===== config.mk =====
export PLATFORM = sky130hd
export DESIGN_NAME = c64_audio_top
export DESIGN_NICKNAME = d
export VERILOG_FILES = /design/src/hw/c64_audio_pkg.sv /design/src/hw/audio_cfg_regs.sv /design/src/hw/digimax_dac.sv /design/src/hw/fm_compressor.sv /design/src/hw/audio_mixer.sv /design/src/hw/c64_audio_top.sv
export SDC_FILE = /design/constraint.sdc
export NUM_CORES = 1
export LEC_CHECK = 0
export ABC_CLOCK_PERIOD_IN_PS = 4600
export BUFFER_PORTS_ARGS = -buffer_cell sky130_fd_sc_hd__buf_2
export CAP_MARGIN = 10
export CORE_MARGIN = 5
export CORE_UTILIZATION = 35
export DETAILED_ROUTE_END_ITERATION = 10
export PLACE_DENSITY = 0.59
export SLEW_MARGIN = 20
export SYNTH_ARGS = -nofsm -noshare
export SYNTH_HDL_FRONTEND = slang
export SYNTH_SLANG_ARGS = --single-unit

===== constraint.sdc =====
create_clock -name clk_sys -period 4.6 [get_ports clk_sys]
set_input_delay 0.23 -clock clk_sys [delete_from_list [all_inputs] [get_ports clk_sys]]
set_output_delay 0.23 -clock clk_sys [all_outputs]
set_load 0.05 [all_outputs]

===== src/hw/c64_audio_pkg.sv =====
/*
 * C64 audio path shared definitions
 * Sample types, DigiMax channel count and modes, compressor defaults,
 * configuration register map and mixer bit positions
 */
package c64_audio_pkg;

	// ====================
	// Sample types
	// ====================

	// Mixed output and FM sample
	typedef logic signed [15:0] sample_t;

	// Raw SID voice sum
	typedef logic signed [17:0] sid_sample_t;

	// One DigiMax channel, a byte kept in 9 bits for the pair sums
	typedef logic [8:0] dac_t;

	localparam int DAC_CHANNELS = 4;

	// ====================
	// FM compressor
	// ====================

	// Slope divisor above the knee
	localparam int COMP_F_DEFAULT = 4;
	// Gain below the knee
	localparam int COMP_A_DEFAULT = 2;

	// ====================
	// Configuration
	// ====================

	// DigiMax cartridge location, value 3 is not a legal setting
	typedef enum logic [1:0] {
		DIGIMAX_OFF  = 2'd0,
		DIGIMAX_DE00 = 2'd1,
		DIGIMAX_DF00 = 2'd2
	} digimax_mode_e;

	localparam logic [1:0] CFG_ADDR_DIGIMAX  = 2'd0;
	localparam logic [1:0] CFG_ADDR_TAPE_SND = 2'd1;
	localparam logic [1:0] CFG_ADDR_MIX      = 2'd2;

	// Bit position of the cassette tone in the mix sum
	localparam int TAPE_TONE_SHIFT = 10;
	// Bit position of the DigiMax pair sum in the mix
	localparam int DAC_SHIFT = 6;

endpackage


===== src/hw/audio_cfg_regs.sv =====
/*
 * Audio configuration registers
 * Holds the DigiMax mode, the tape sound enable and the stereo mix
 * setting, written one at a time through a simple strobe interface
 */
module audio_cfg_regs (
	input  logic                         clk_sys,
	input  logic                         RESET,
	input  logic                         cfg_wr_i,
	input  logic [1:0]                   cfg_addr_i,
	input  logic [7:0]                   cfg_data_i,
	output c64_audio_pkg::digimax_mode_e digimax_mode_o,
	output logic                         tape_snd_en_o,
	output logic [1:0]                   audio_mix_o
);

	logic digimax_legal;

	// Value 3 has no cartridge location behind it
	assign digimax_legal = (cfg_data_i[1:0] != 2'd3);

	// ====================
	// Register writes
	// ====================

	always_ff @(posedge clk_sys) begin
		if (RESET) begin
			digimax_mode_o <= c64_audio_pkg::DIGIMAX_OFF;
			tape_snd_en_o  <= 1'b0;
			audio_mix_o    <= 2'd0;
		end else if (cfg_wr_i) begin
			case (cfg_addr_i)
				c64_audio_pkg::CFG_ADDR_DIGIMAX: begin
					// Keep the previous mode on an illegal value
					if (digimax_legal) begin
						digimax_mode_o <= c64_audio_pkg::digimax_mode_e'(cfg_data_i[1:0]);
					end
				end
				c64_audio_pkg::CFG_ADDR_TAPE_SND: begin
					tape_snd_en_o <= cfg_data_i[0];
				end
				c64_audio_pkg::CFG_ADDR_MIX: begin
					audio_mix_o <= cfg_data_i[1:0];
				end
				default: begin
					// Address 3 is unmapped
					audio_mix_o <= audio_mix_o;
				end
			endcase
		end
	end

	// ====================
	// Checks
	// ====================

	// The DigiMax decoder only knows the three enumerated modes
	mode_legal_a: assert property (
		@(posedge clk_sys) disable iff (RESET)
		digimax_mode_o != 2'd3
	) else $error("DigiMax mode holds the illegal value 3");

endmodule


===== src/hw/digimax_dac.sv =====
/*
 * DigiMax four channel DAC cartridge
 * Catches CPU writes in the IO1 or IO2 area, keeps the four channel
 * bytes and guesses a mono, stereo or four channel layout
 */
module digimax_dac (
	input  logic                         clk_sys,
	input  logic                         RESET,
	input  c64_audio_pkg::digimax_mode_e digimax_mode_i,
	input  logic                         io_e_i,
	input  logic                         io_f_i,
	input  logic                         cpu_we_i,
	input  logic [2:0]                   cpu_addr_i,
	input  logic [7:0]                   cpu_data_i,
	output logic [9:0]                   dac_l_o,
	output logic [9:0]                   dac_r_o
);

	c64_audio_pkg::dac_t dac_ch [c64_audio_pkg::DAC_CHANNELS];
	logic [c64_audio_pkg::DAC_CHANNELS-1:0] act_q;

	logic io_e_q;
	logic io_f_q;
	logic ioe_we;
	logic iof_we;
	logic sel_we;

	// ====================
	// Write strobes
	// ====================

	// One strobe per rising area select with the CPU writing
	always_ff @(posedge clk_sys) begin
		if (RESET) begin
			io_e_q <= 1'b0;
			io_f_q <= 1'b0;
			ioe_we <= 1'b0;
			iof_we <= 1'b0;
		end else begin
			io_e_q <= io_e_i;
			io_f_q <= io_f_i;
			ioe_we <= ~io_e_q & io_e_i & cpu_we_i;
			iof_we <= ~io_f_q & io_f_i & cpu_we_i;
		end
	end

	always_comb begin
		case (digimax_mode_i)
			c64_audio_pkg::DIGIMAX_DE00: sel_we = ioe_we;
			c64_audio_pkg::DIGIMAX_DF00: sel_we = iof_we;
			default:                     sel_we = 1'b0;
		endcase
	end

	// ====================
	// Channel registers
	// ====================

	// Addresses with bit 2 set belong to other hardware in the area
	always_ff @(posedge clk_sys) begin
		if (RESET || digimax_mode_i == c64_audio_pkg::DIGIMAX_OFF) begin
			for (int i = 0; i < c64_audio_pkg::DAC_CHANNELS; i++) begin
				dac_ch[i] <= '0;
			end
			act_q <= '0;
		end else if (sel_we && !cpu_addr_i[2]) begin
			dac_ch[cpu_addr_i[1:0]] <= {1'b0, cpu_data_i};
			// A channel counts as used once it sees a non-zero byte
			if (cpu_data_i != 8'd0) begin
				act_q[cpu_addr_i[1:0]] <= 1'b1;
			end
		end
	end

	// ====================
	// Layout guess
	// ====================

	always_ff @(posedge clk_sys) begin
		if (RESET) begin
			dac_l_o <= '0;
			dac_r_o <= '0;
		end else if (act_q < 2) begin
			// Mono with channel 0 on both sides
			dac_l_o <= {1'b0, dac_ch[0]} + {1'b0, dac_ch[0]};
			dac_r_o <= {1'b0, dac_ch[0]} + {1'b0, dac_ch[0]};
		end else if (act_q == 2) begin
			// Stereo on channels 0 and 1 only
			dac_l_o <= {1'b0, dac_ch[1]} + {1'b0, dac_ch[1]};
			dac_r_o <= {1'b0, dac_ch[0]} + {1'b0, dac_ch[0]};
		end else begin
			dac_l_o <= {1'b0, dac_ch[1]} + {1'b0, dac_ch[2]};
			dac_r_o <= {1'b0, dac_ch[0]} + {1'b0, dac_ch[3]};
		end
	end

	// A cartridge switched off is silent two cycles later
	off_silent_a: assert property (
		@(posedge clk_sys) disable iff (RESET)
		($past(digimax_mode_i, 2) == c64_audio_pkg::DIGIMAX_OFF) |->
			(dac_l_o == '0 && dac_r_o == '0)
	) else $error("DigiMax output not silent while the cartridge is off");

endmodule


===== src/hw/fm_compressor.sv =====
/*
 * FM sample compressor
 * Takes one eighth off the OPL2 sample, then applies a soft knee
 * curve to the magnitude and puts the sign back
 */
module fm_compressor #(
	parameter int COMP_F = c64_audio_pkg::COMP_F_DEFAULT,
	parameter int COMP_A = c64_audio_pkg::COMP_A_DEFAULT
) (
	input  logic                   clk_sys,
	input  logic                   RESET,
	input  c64_audio_pkg::sample_t fm_sample_i,
	output c64_audio_pkg::sample_t comp_sample_o
);

	// Knee sits one above the exact crossover so the top never overflows
	localparam int COMP_X = ((32767 * (COMP_F - 1)) / ((COMP_F * COMP_A) - 1)) + 1;
	localparam logic [16:0] KNEE_X   = 17'(COMP_X);
	localparam logic [16:0] OFFSET_B = 17'(COMP_X * COMP_A);
	localparam logic [16:0] GAIN_A   = 17'(COMP_A);
	localparam logic [16:0] SLOPE_F  = 17'(COMP_F);

	c64_audio_pkg::sample_t stage1_q;
	logic [16:0] mag;
	logic [16:0] comp_mag;
	c64_audio_pkg::sample_t comp_signed;

	// Magnitude curve, linear gain below the knee and flat slope above
	always_comb begin
		mag = stage1_q[15] ? 17'(-stage1_q) : {1'b0, stage1_q};
		if (mag < KNEE_X) begin
			comp_mag = mag * GAIN_A;
		end else begin
			comp_mag = ((mag - KNEE_X) / SLOPE_F) + OFFSET_B;
		end
		comp_signed = stage1_q[15] ? -comp_mag[15:0] : comp_mag[15:0];
	end

	always_ff @(posedge clk_sys) begin
		if (RESET) begin
			stage1_q      <= '0;
			comp_sample_o <= '0;
		end else begin
			stage1_q      <= fm_sample_i - (fm_sample_i >>> 3);
			comp_sample_o <= comp_signed;
		end
	end

	// Compression changes level only, never polarity
	sign_kept_a: assert property (
		@(posedge clk_sys) disable iff (RESET)
		(stage1_q != 0) |=> (comp_sample_o[15] == $past(stage1_q[15]))
	) else $error("FM compressor flipped the sample sign");

endmodule


===== src/hw/audio_mixer.sv =====
/*
 * Audio output mixer
 * Sums FM, SID, DigiMax and the cassette tone per side into 17 bits
 * and clips the result to a 16-bit signed sample
 */
module audio_mixer (
	input  logic                       clk_sys,
	input  logic                       RESET,
	input  c64_audio_pkg::sample_t     comp_sample_i,
	input  c64_audio_pkg::sid_sample_t sid_l_i,
	input  c64_audio_pkg::sid_sample_t sid_r_i,
	input  logic [9:0]                 dac_l_i,
	input  logic [9:0]                 dac_r_i,
	input  logic                       tape_snd_en_i,
	input  logic                       cass_motor_i,
	input  logic                       tap_play_i,
	input  logic                       cass_data_i,
	output c64_audio_pkg::sample_t     audio_l_o,
	output c64_audio_pkg::sample_t     audio_r_o
);

	logic        tape_tone;
	logic [16:0] sum_l_q;
	logic [16:0] sum_r_q;

	// Tone only while the tape plays with the motor line released
	assign tape_tone = ~cass_motor_i & tap_play_i & tape_snd_en_i & cass_data_i;

	// Four terms in two's complement, wrapping at 17 bits
	function automatic logic [16:0] mix_sum(
		input c64_audio_pkg::sample_t     fm,
		input c64_audio_pkg::sid_sample_t sid,
		input logic [9:0]                 dac,
		input logic                       tone
	);
		logic [16:0] fm_term;
		logic [16:0] sid_term;
		logic [16:0] dac_term;
		logic [16:0] tone_term;
		fm_term   = {fm[15], fm};
		sid_term  = {sid[17], sid[17:2]};
		dac_term  = 17'(dac) << c64_audio_pkg::DAC_SHIFT;
		tone_term = 17'(tone) << c64_audio_pkg::TAPE_TONE_SHIFT;
		return fm_term + sid_term + dac_term + tone_term;
	endfunction

	// Top two bits disagree when the sum left the 16-bit range
	function automatic c64_audio_pkg::sample_t saturate(input logic [16:0] sum);
		if (sum[16] != sum[15]) begin
			return {sum[16], {15{~sum[16]}}};
		end
		return sum[15:0];
	endfunction

	always_ff @(posedge clk_sys) begin
		if (RESET) begin
			sum_l_q   <= '0;
			sum_r_q   <= '0;
			audio_l_o <= '0;
			audio_r_o <= '0;
		end else begin
			sum_l_q   <= mix_sum(comp_sample_i, sid_l_i, dac_l_i, tape_tone);
			sum_r_q   <= mix_sum(comp_sample_i, sid_r_i, dac_r_i, tape_tone);
			audio_l_o <= saturate(sum_l_q);
			audio_r_o <= saturate(sum_r_q);
		end
	end

	// Every source upstream must come out of reset with a known value
	out_known_a: assert property (
		@(posedge clk_sys) disable iff (RESET)
		!$isunknown({audio_l_o, audio_r_o})
	) else $error("Audio output unknown after reset");

endmodule


===== src/hw/c64_audio_top.sv =====
/*
 * C64 audio output path
 * Configuration registers, DigiMax cartridge, FM compressor and the
 * output mixer joined into one block
 */
module c64_audio_top (
	input  logic                       clk_sys,
	input  logic                       RESET,

	// Configuration writes
	input  logic                       cfg_wr_i,
	input  logic [1:0]                 cfg_addr_i,
	input  logic [7:0]                 cfg_data_i,

	// CPU bus for the DigiMax
	input  logic                       io_e_i,
	input  logic                       io_f_i,
	input  logic                       cpu_we_i,
	input  logic [2:0]                 cpu_addr_i,
	input  logic [7:0]                 cpu_data_i,

	// Sources
	input  c64_audio_pkg::sample_t     fm_sample_i,
	input  c64_audio_pkg::sid_sample_t sid_l_i,
	input  c64_audio_pkg::sid_sample_t sid_r_i,
	input  logic                       cass_motor_i,
	input  logic                       tap_play_i,
	input  logic                       cass_data_i,

	output c64_audio_pkg::sample_t     audio_l_o,
	output c64_audio_pkg::sample_t     audio_r_o,
	output logic [1:0]                 audio_mix_o
);

	c64_audio_pkg::digimax_mode_e digimax_mode;
	logic                         tape_snd_en;
	logic [9:0]                   dac_l;
	logic [9:0]                   dac_r;
	c64_audio_pkg::sample_t       comp_sample;

	audio_cfg_regs cfg_regs_inst (
		.clk_sys        (clk_sys),
		.RESET          (RESET),
		.cfg_wr_i       (cfg_wr_i),
		.cfg_addr_i     (cfg_addr_i),
		.cfg_data_i     (cfg_data_i),
		.digimax_mode_o (digimax_mode),
		.tape_snd_en_o  (tape_snd_en),
		.audio_mix_o    (audio_mix_o)
	);

	digimax_dac digimax_inst (
		.clk_sys        (clk_sys),
		.RESET          (RESET),
		.digimax_mode_i (digimax_mode),
		.io_e_i         (io_e_i),
		.io_f_i         (io_f_i),
		.cpu_we_i       (cpu_we_i),
		.cpu_addr_i     (cpu_addr_i),
		.cpu_data_i     (cpu_data_i),
		.dac_l_o        (dac_l),
		.dac_r_o        (dac_r)
	);

	fm_compressor #(
		.COMP_F (c64_audio_pkg::COMP_F_DEFAULT),
		.COMP_A (c64_audio_pkg::COMP_A_DEFAULT)
	) fm_comp_inst (
		.clk_sys       (clk_sys),
		.RESET         (RESET),
		.fm_sample_i   (fm_sample_i),
		.comp_sample_o (comp_sample)
	);

	audio_mixer mixer_inst (
		.clk_sys       (clk_sys),
		.RESET         (RESET),
		.comp_sample_i (comp_sample),
		.sid_l_i       (sid_l_i),
		.sid_r_i       (sid_r_i),
		.dac_l_i       (dac_l),
		.dac_r_i       (dac_r),
		.tape_snd_en_i (tape_snd_en),
		.cass_motor_i  (cass_motor_i),
		.tap_play_i    (tap_play_i),
		.cass_data_i   (cass_data_i),
		.audio_l_o     (audio_l_o),
		.audio_r_o     (audio_r_o)
	);

endmodule


==> results_dict.tcl <==
set metrics [dict create \
    critPathLaunchType "register" \
    yosysWarnings 0 \
    cap_viol_max_count 0 \
    pre_cts_slack_ns 0.181 \
    rsz0062_at_grt "false" \
    r2r-end "fm_comp_inst.comp_sample_o[14]" \
    p_per_area_mw_per_mm2 503 \
    tns_ns 0 \
    drt-pass1-iter-count 5 \
    drtIter0Drc 351 \
    grt_pass1_vias 7669 \
    hold_viol_final 0 \
    ys_dominant_reg_cell "dfxtp_1" \
    track_usage_pct 13.5 \
    worstPathMaxFanout 10 \
    worstHoldPathCells 2 \
    ys_ff_latch 161 \
    postCtsHoldBufs 0 \
    ant_nets 0 \
    status "completed" \
    critPathKind "reg -> reg" \
    slew_violations 0 \
    total_power_uw 5910 \
    cts_buffer_depth 2 \
    cts_tree "yes" \
    synth_nets 1317 \
    min_path_type "in -> reg" \
    synth-edff-count 32 \
    wl_per_cell_um 13.7 \
    grt_pass1_wl_mm 36.9 \
    synth_cell_types 81 \
    gp_congestion 0.834 \
    worst_pin_slew_ns 0.816 \
    layout-drive-gt1-share_pct 16.9 \
    layout_setup_ws_ns 0.315 \
    rows 62 \
    fp.dieArea_sq_mm 0.0325 \
    syn_inst 1100 \
    synth.most_common_cell "nor2_1" \
    drc_errors 0 \
    endpoint_kind "register" \
    maxSlewHeadroom_pct 45.2 \
    ys_seq_area_share_pct 35.0 \
    vias_per_cell 4.79 \
    rrSetupSlack_ns 0.31 \
    fillers 2818 \
    crit_required_ns 4.90 \
    vias 7673 \
    leakage_uw 0.00540 \
    synth_area_sq_mm 0.0101 \
    worst_ep_arrival_time_ns 4.59 \
    die_h_um 180 \
    r2r-start "fm_comp_inst.stage1_q[0]" \
    reg2regPathDepth 16 \
    yosys.area.top_type_share_pct 25.5 \
    worst_skew_pair.late_latency_ns 0.42 \
    antenna_cells 0 \
    finalSetupViolations 0 \
    min_period_over_period_pct 93.2 \
    ir_worst_vdd_mv 0.273 \
    hold_end "digimax_inst.ioe_we" \
    syn_avg_cell_area_sq_um 9.21 \
    hpwl_mm 17.4 \
    synth_top_cells_by_area "dfxtp_1 (25%), ha_1 (13%), edfxtp_1 (9.5%)" \
    worstHoldStart "cpu_we_i" \
    yosys-top-cells-count "nor2_1 (132), dfxtp_1 (129), ha_1 (108)" \
    routed_wl_mm 22.0 \
    clkTransAtPathRegs_ns 0.07 \
    h-tree-depth 4 \
    min_period_ns 4.29 \
    grt_start_max_net_pins 107 \
    cts.sinks 161 \
    grt_remaining_overflow 0 \
    nets 1421 \
    dieWidth_um 180 \
    async_flop_share_pct 0 \
    fmax_ghz 0.233 \
    cts-root-buf "clkbuf_16" \
    clock_skew_ns 0.0104 \
    area_growth_pct 15.9 \
    cts_made_buffers 17 \
    grt_antenna_before_repair 0 \
    start_util_pct 35.4 \
    ios 116 \
    synth_top_area_cell "dfxtp_1" \
    core-area_sq_mm 0.0286 \
    numPortBuffers 105 \
]
[per-layer routing]
layer | track usage (%) | vias up | wire length [um]
li1 | - | 4059 | -
met1 | 18.5 | 3468 | 10900
met2 | 22.1 | 136 | 10100
met3 | 2.62 | 10 | 764
met4 | 2.90 | 0 | 187
met5 | 0 | - | 0
[worst max-delay path by stage]
stage | depth (start not counted) | slack [ns] | start | end
after floorplan | 19 | 0.29 | fm_comp_inst.stage1_q[0] | fm_comp_inst.comp_sample_o[15]
after global placement | 18 | 0.27 | fm_comp_inst.stage1_q[1] | fm_comp_inst.comp_sample_o[14]
after detailed placement | 14 | 0.18 | fm_comp_inst.stage1_q[1] | fm_comp_inst.comp_sample_o[14]
after CTS | 14 | 0.16 | fm_comp_inst.stage1_q[1] | fm_comp_inst.comp_sample_o[14]
after global routing | 15 | 0.05 | fm_comp_inst.stage1_q[0] | fm_comp_inst.comp_sample_o[14]
final | 16 | 0.31 | fm_comp_inst.stage1_q[0] | fm_comp_inst.comp_sample_o[14]
[cells by family (layout without fill, tap and decap cells)]
family,count (synthesis),after routing,share of synthesized area [%]
buf+inv,104,221,4.32
fa+ha+maj,135,135,18.7
flops,161,161,35.0
xor+xnor,77,77,6.73
simple gates,358,358,17.2
compound gates,244,244,15.9
mux,21,21,2.23
[layout make-up]
cell class / instances / area, sq um / share of cell area (%)
clock inverter: 15 / 165 / 1.41
tap: 384 / 480 / 4.09
clock buffer: 17 / 425 / 3.62
sequential: 161 / 3540 / 30.2
timing repair buffer: 130 / 736 / 6.26
multi-input combinational: 835 / 6180 / 52.6
inverter: 59 / 221 / 1.88
[sequential cells by signal (all words and copies together) (netlist names)]
register                      flops
cfg_regs_inst.digimax_mode_o      2
fm_comp_inst.stage1_q            16
digimax_inst.iof_we               1
digimax_inst.act_q                4
digimax_inst.ioe_we               1
mixer_inst.audio_l_o             16
cfg_regs_inst.tape_snd_en_o       1
mixer_inst.sum_l_q               17
digimax_inst.dac_ch              32
cfg_regs_inst.audio_mix_o         2
digimax_inst.dac_r_o              9
digimax_inst.io_f_q               1
digimax_inst.dac_l_o              9
fm_comp_inst.comp_sample_o       16
mixer_inst.sum_r_q               17
digimax_inst.io_e_q               1
mixer_inst.audio_r_o             16
[what timing repair did]
action / CTS / global route
setup endpoints to repair: 0 / 2
resized for setup: 0 / 4
hold endpoints to repair: 0 / 0
setup buffers: 0 / 1
[where the power goes]
| group | internal (uW) | total, uW | switching (uW) |
|---|---|---|---|
| clock network | 730 | 1380 | 652 |
| logic | 993 | 2630 | 1640 |
| registers | 1750 | 1890 | 139 |
| total | 3480 | 5910 | 2430 |
[per-stage QoR]
stage | area, sq um | hold WS (ns) | util, % | instances
floorplan | 10100 | 0.309 | - | 1100
finish | 11800 | 0.0632 | 41.0 | 1601
global placement | 11100 | 0.438 | 38.8 | 1567
CTS | 11700 | 0.0475 | 40.9 | 1599
global route | 11800 | 0.0606 | 41.0 | 1601
detailed placement | 11100 | 0.435 | 38.8 | 1567
[critical path, cell delays in order, from the launching register on]
cell	delay, ns
dfxtp_1	0.31
inv_1	0.11
ha_1	0.30
or4b_1	0.57
o41ai_1	0.40
buf_4	0.19
xor2_1	0.26
nor2_1	0.11
o211ai_2	0.10
and3_4	0.23
buf_4	0.17
nand2_2	0.07
o32ai_2	0.20
nand3b_4	0.12
or2_1	0.24
o41ai_1	0.42
mux2_1	0.36
[cells in the final DEF (no fill, tap or decap), types with 9 or more instances in the layout]
cell type / n
mux2i_1: 10
o21ai_0: 35
edfxtp_1: 32
or2_2: 11
buf_2: 104
a21o_1: 19
clkbuf_16: 17
xor2_1: 29
xnor2_1: 47
nor2_1: 132
nand2_1: 85
buf_4: 25
a21oi_1: 88
ha_1: 108
nor3_1: 29
fa_1: 27
nor2b_1: 27
nand2b_1: 14
dfxtp_1: 128
inv_1: 59
o31ai_1: 10
o21bai_1: 9
o21a_1: 10
Power figures use the tool's default switching activity.
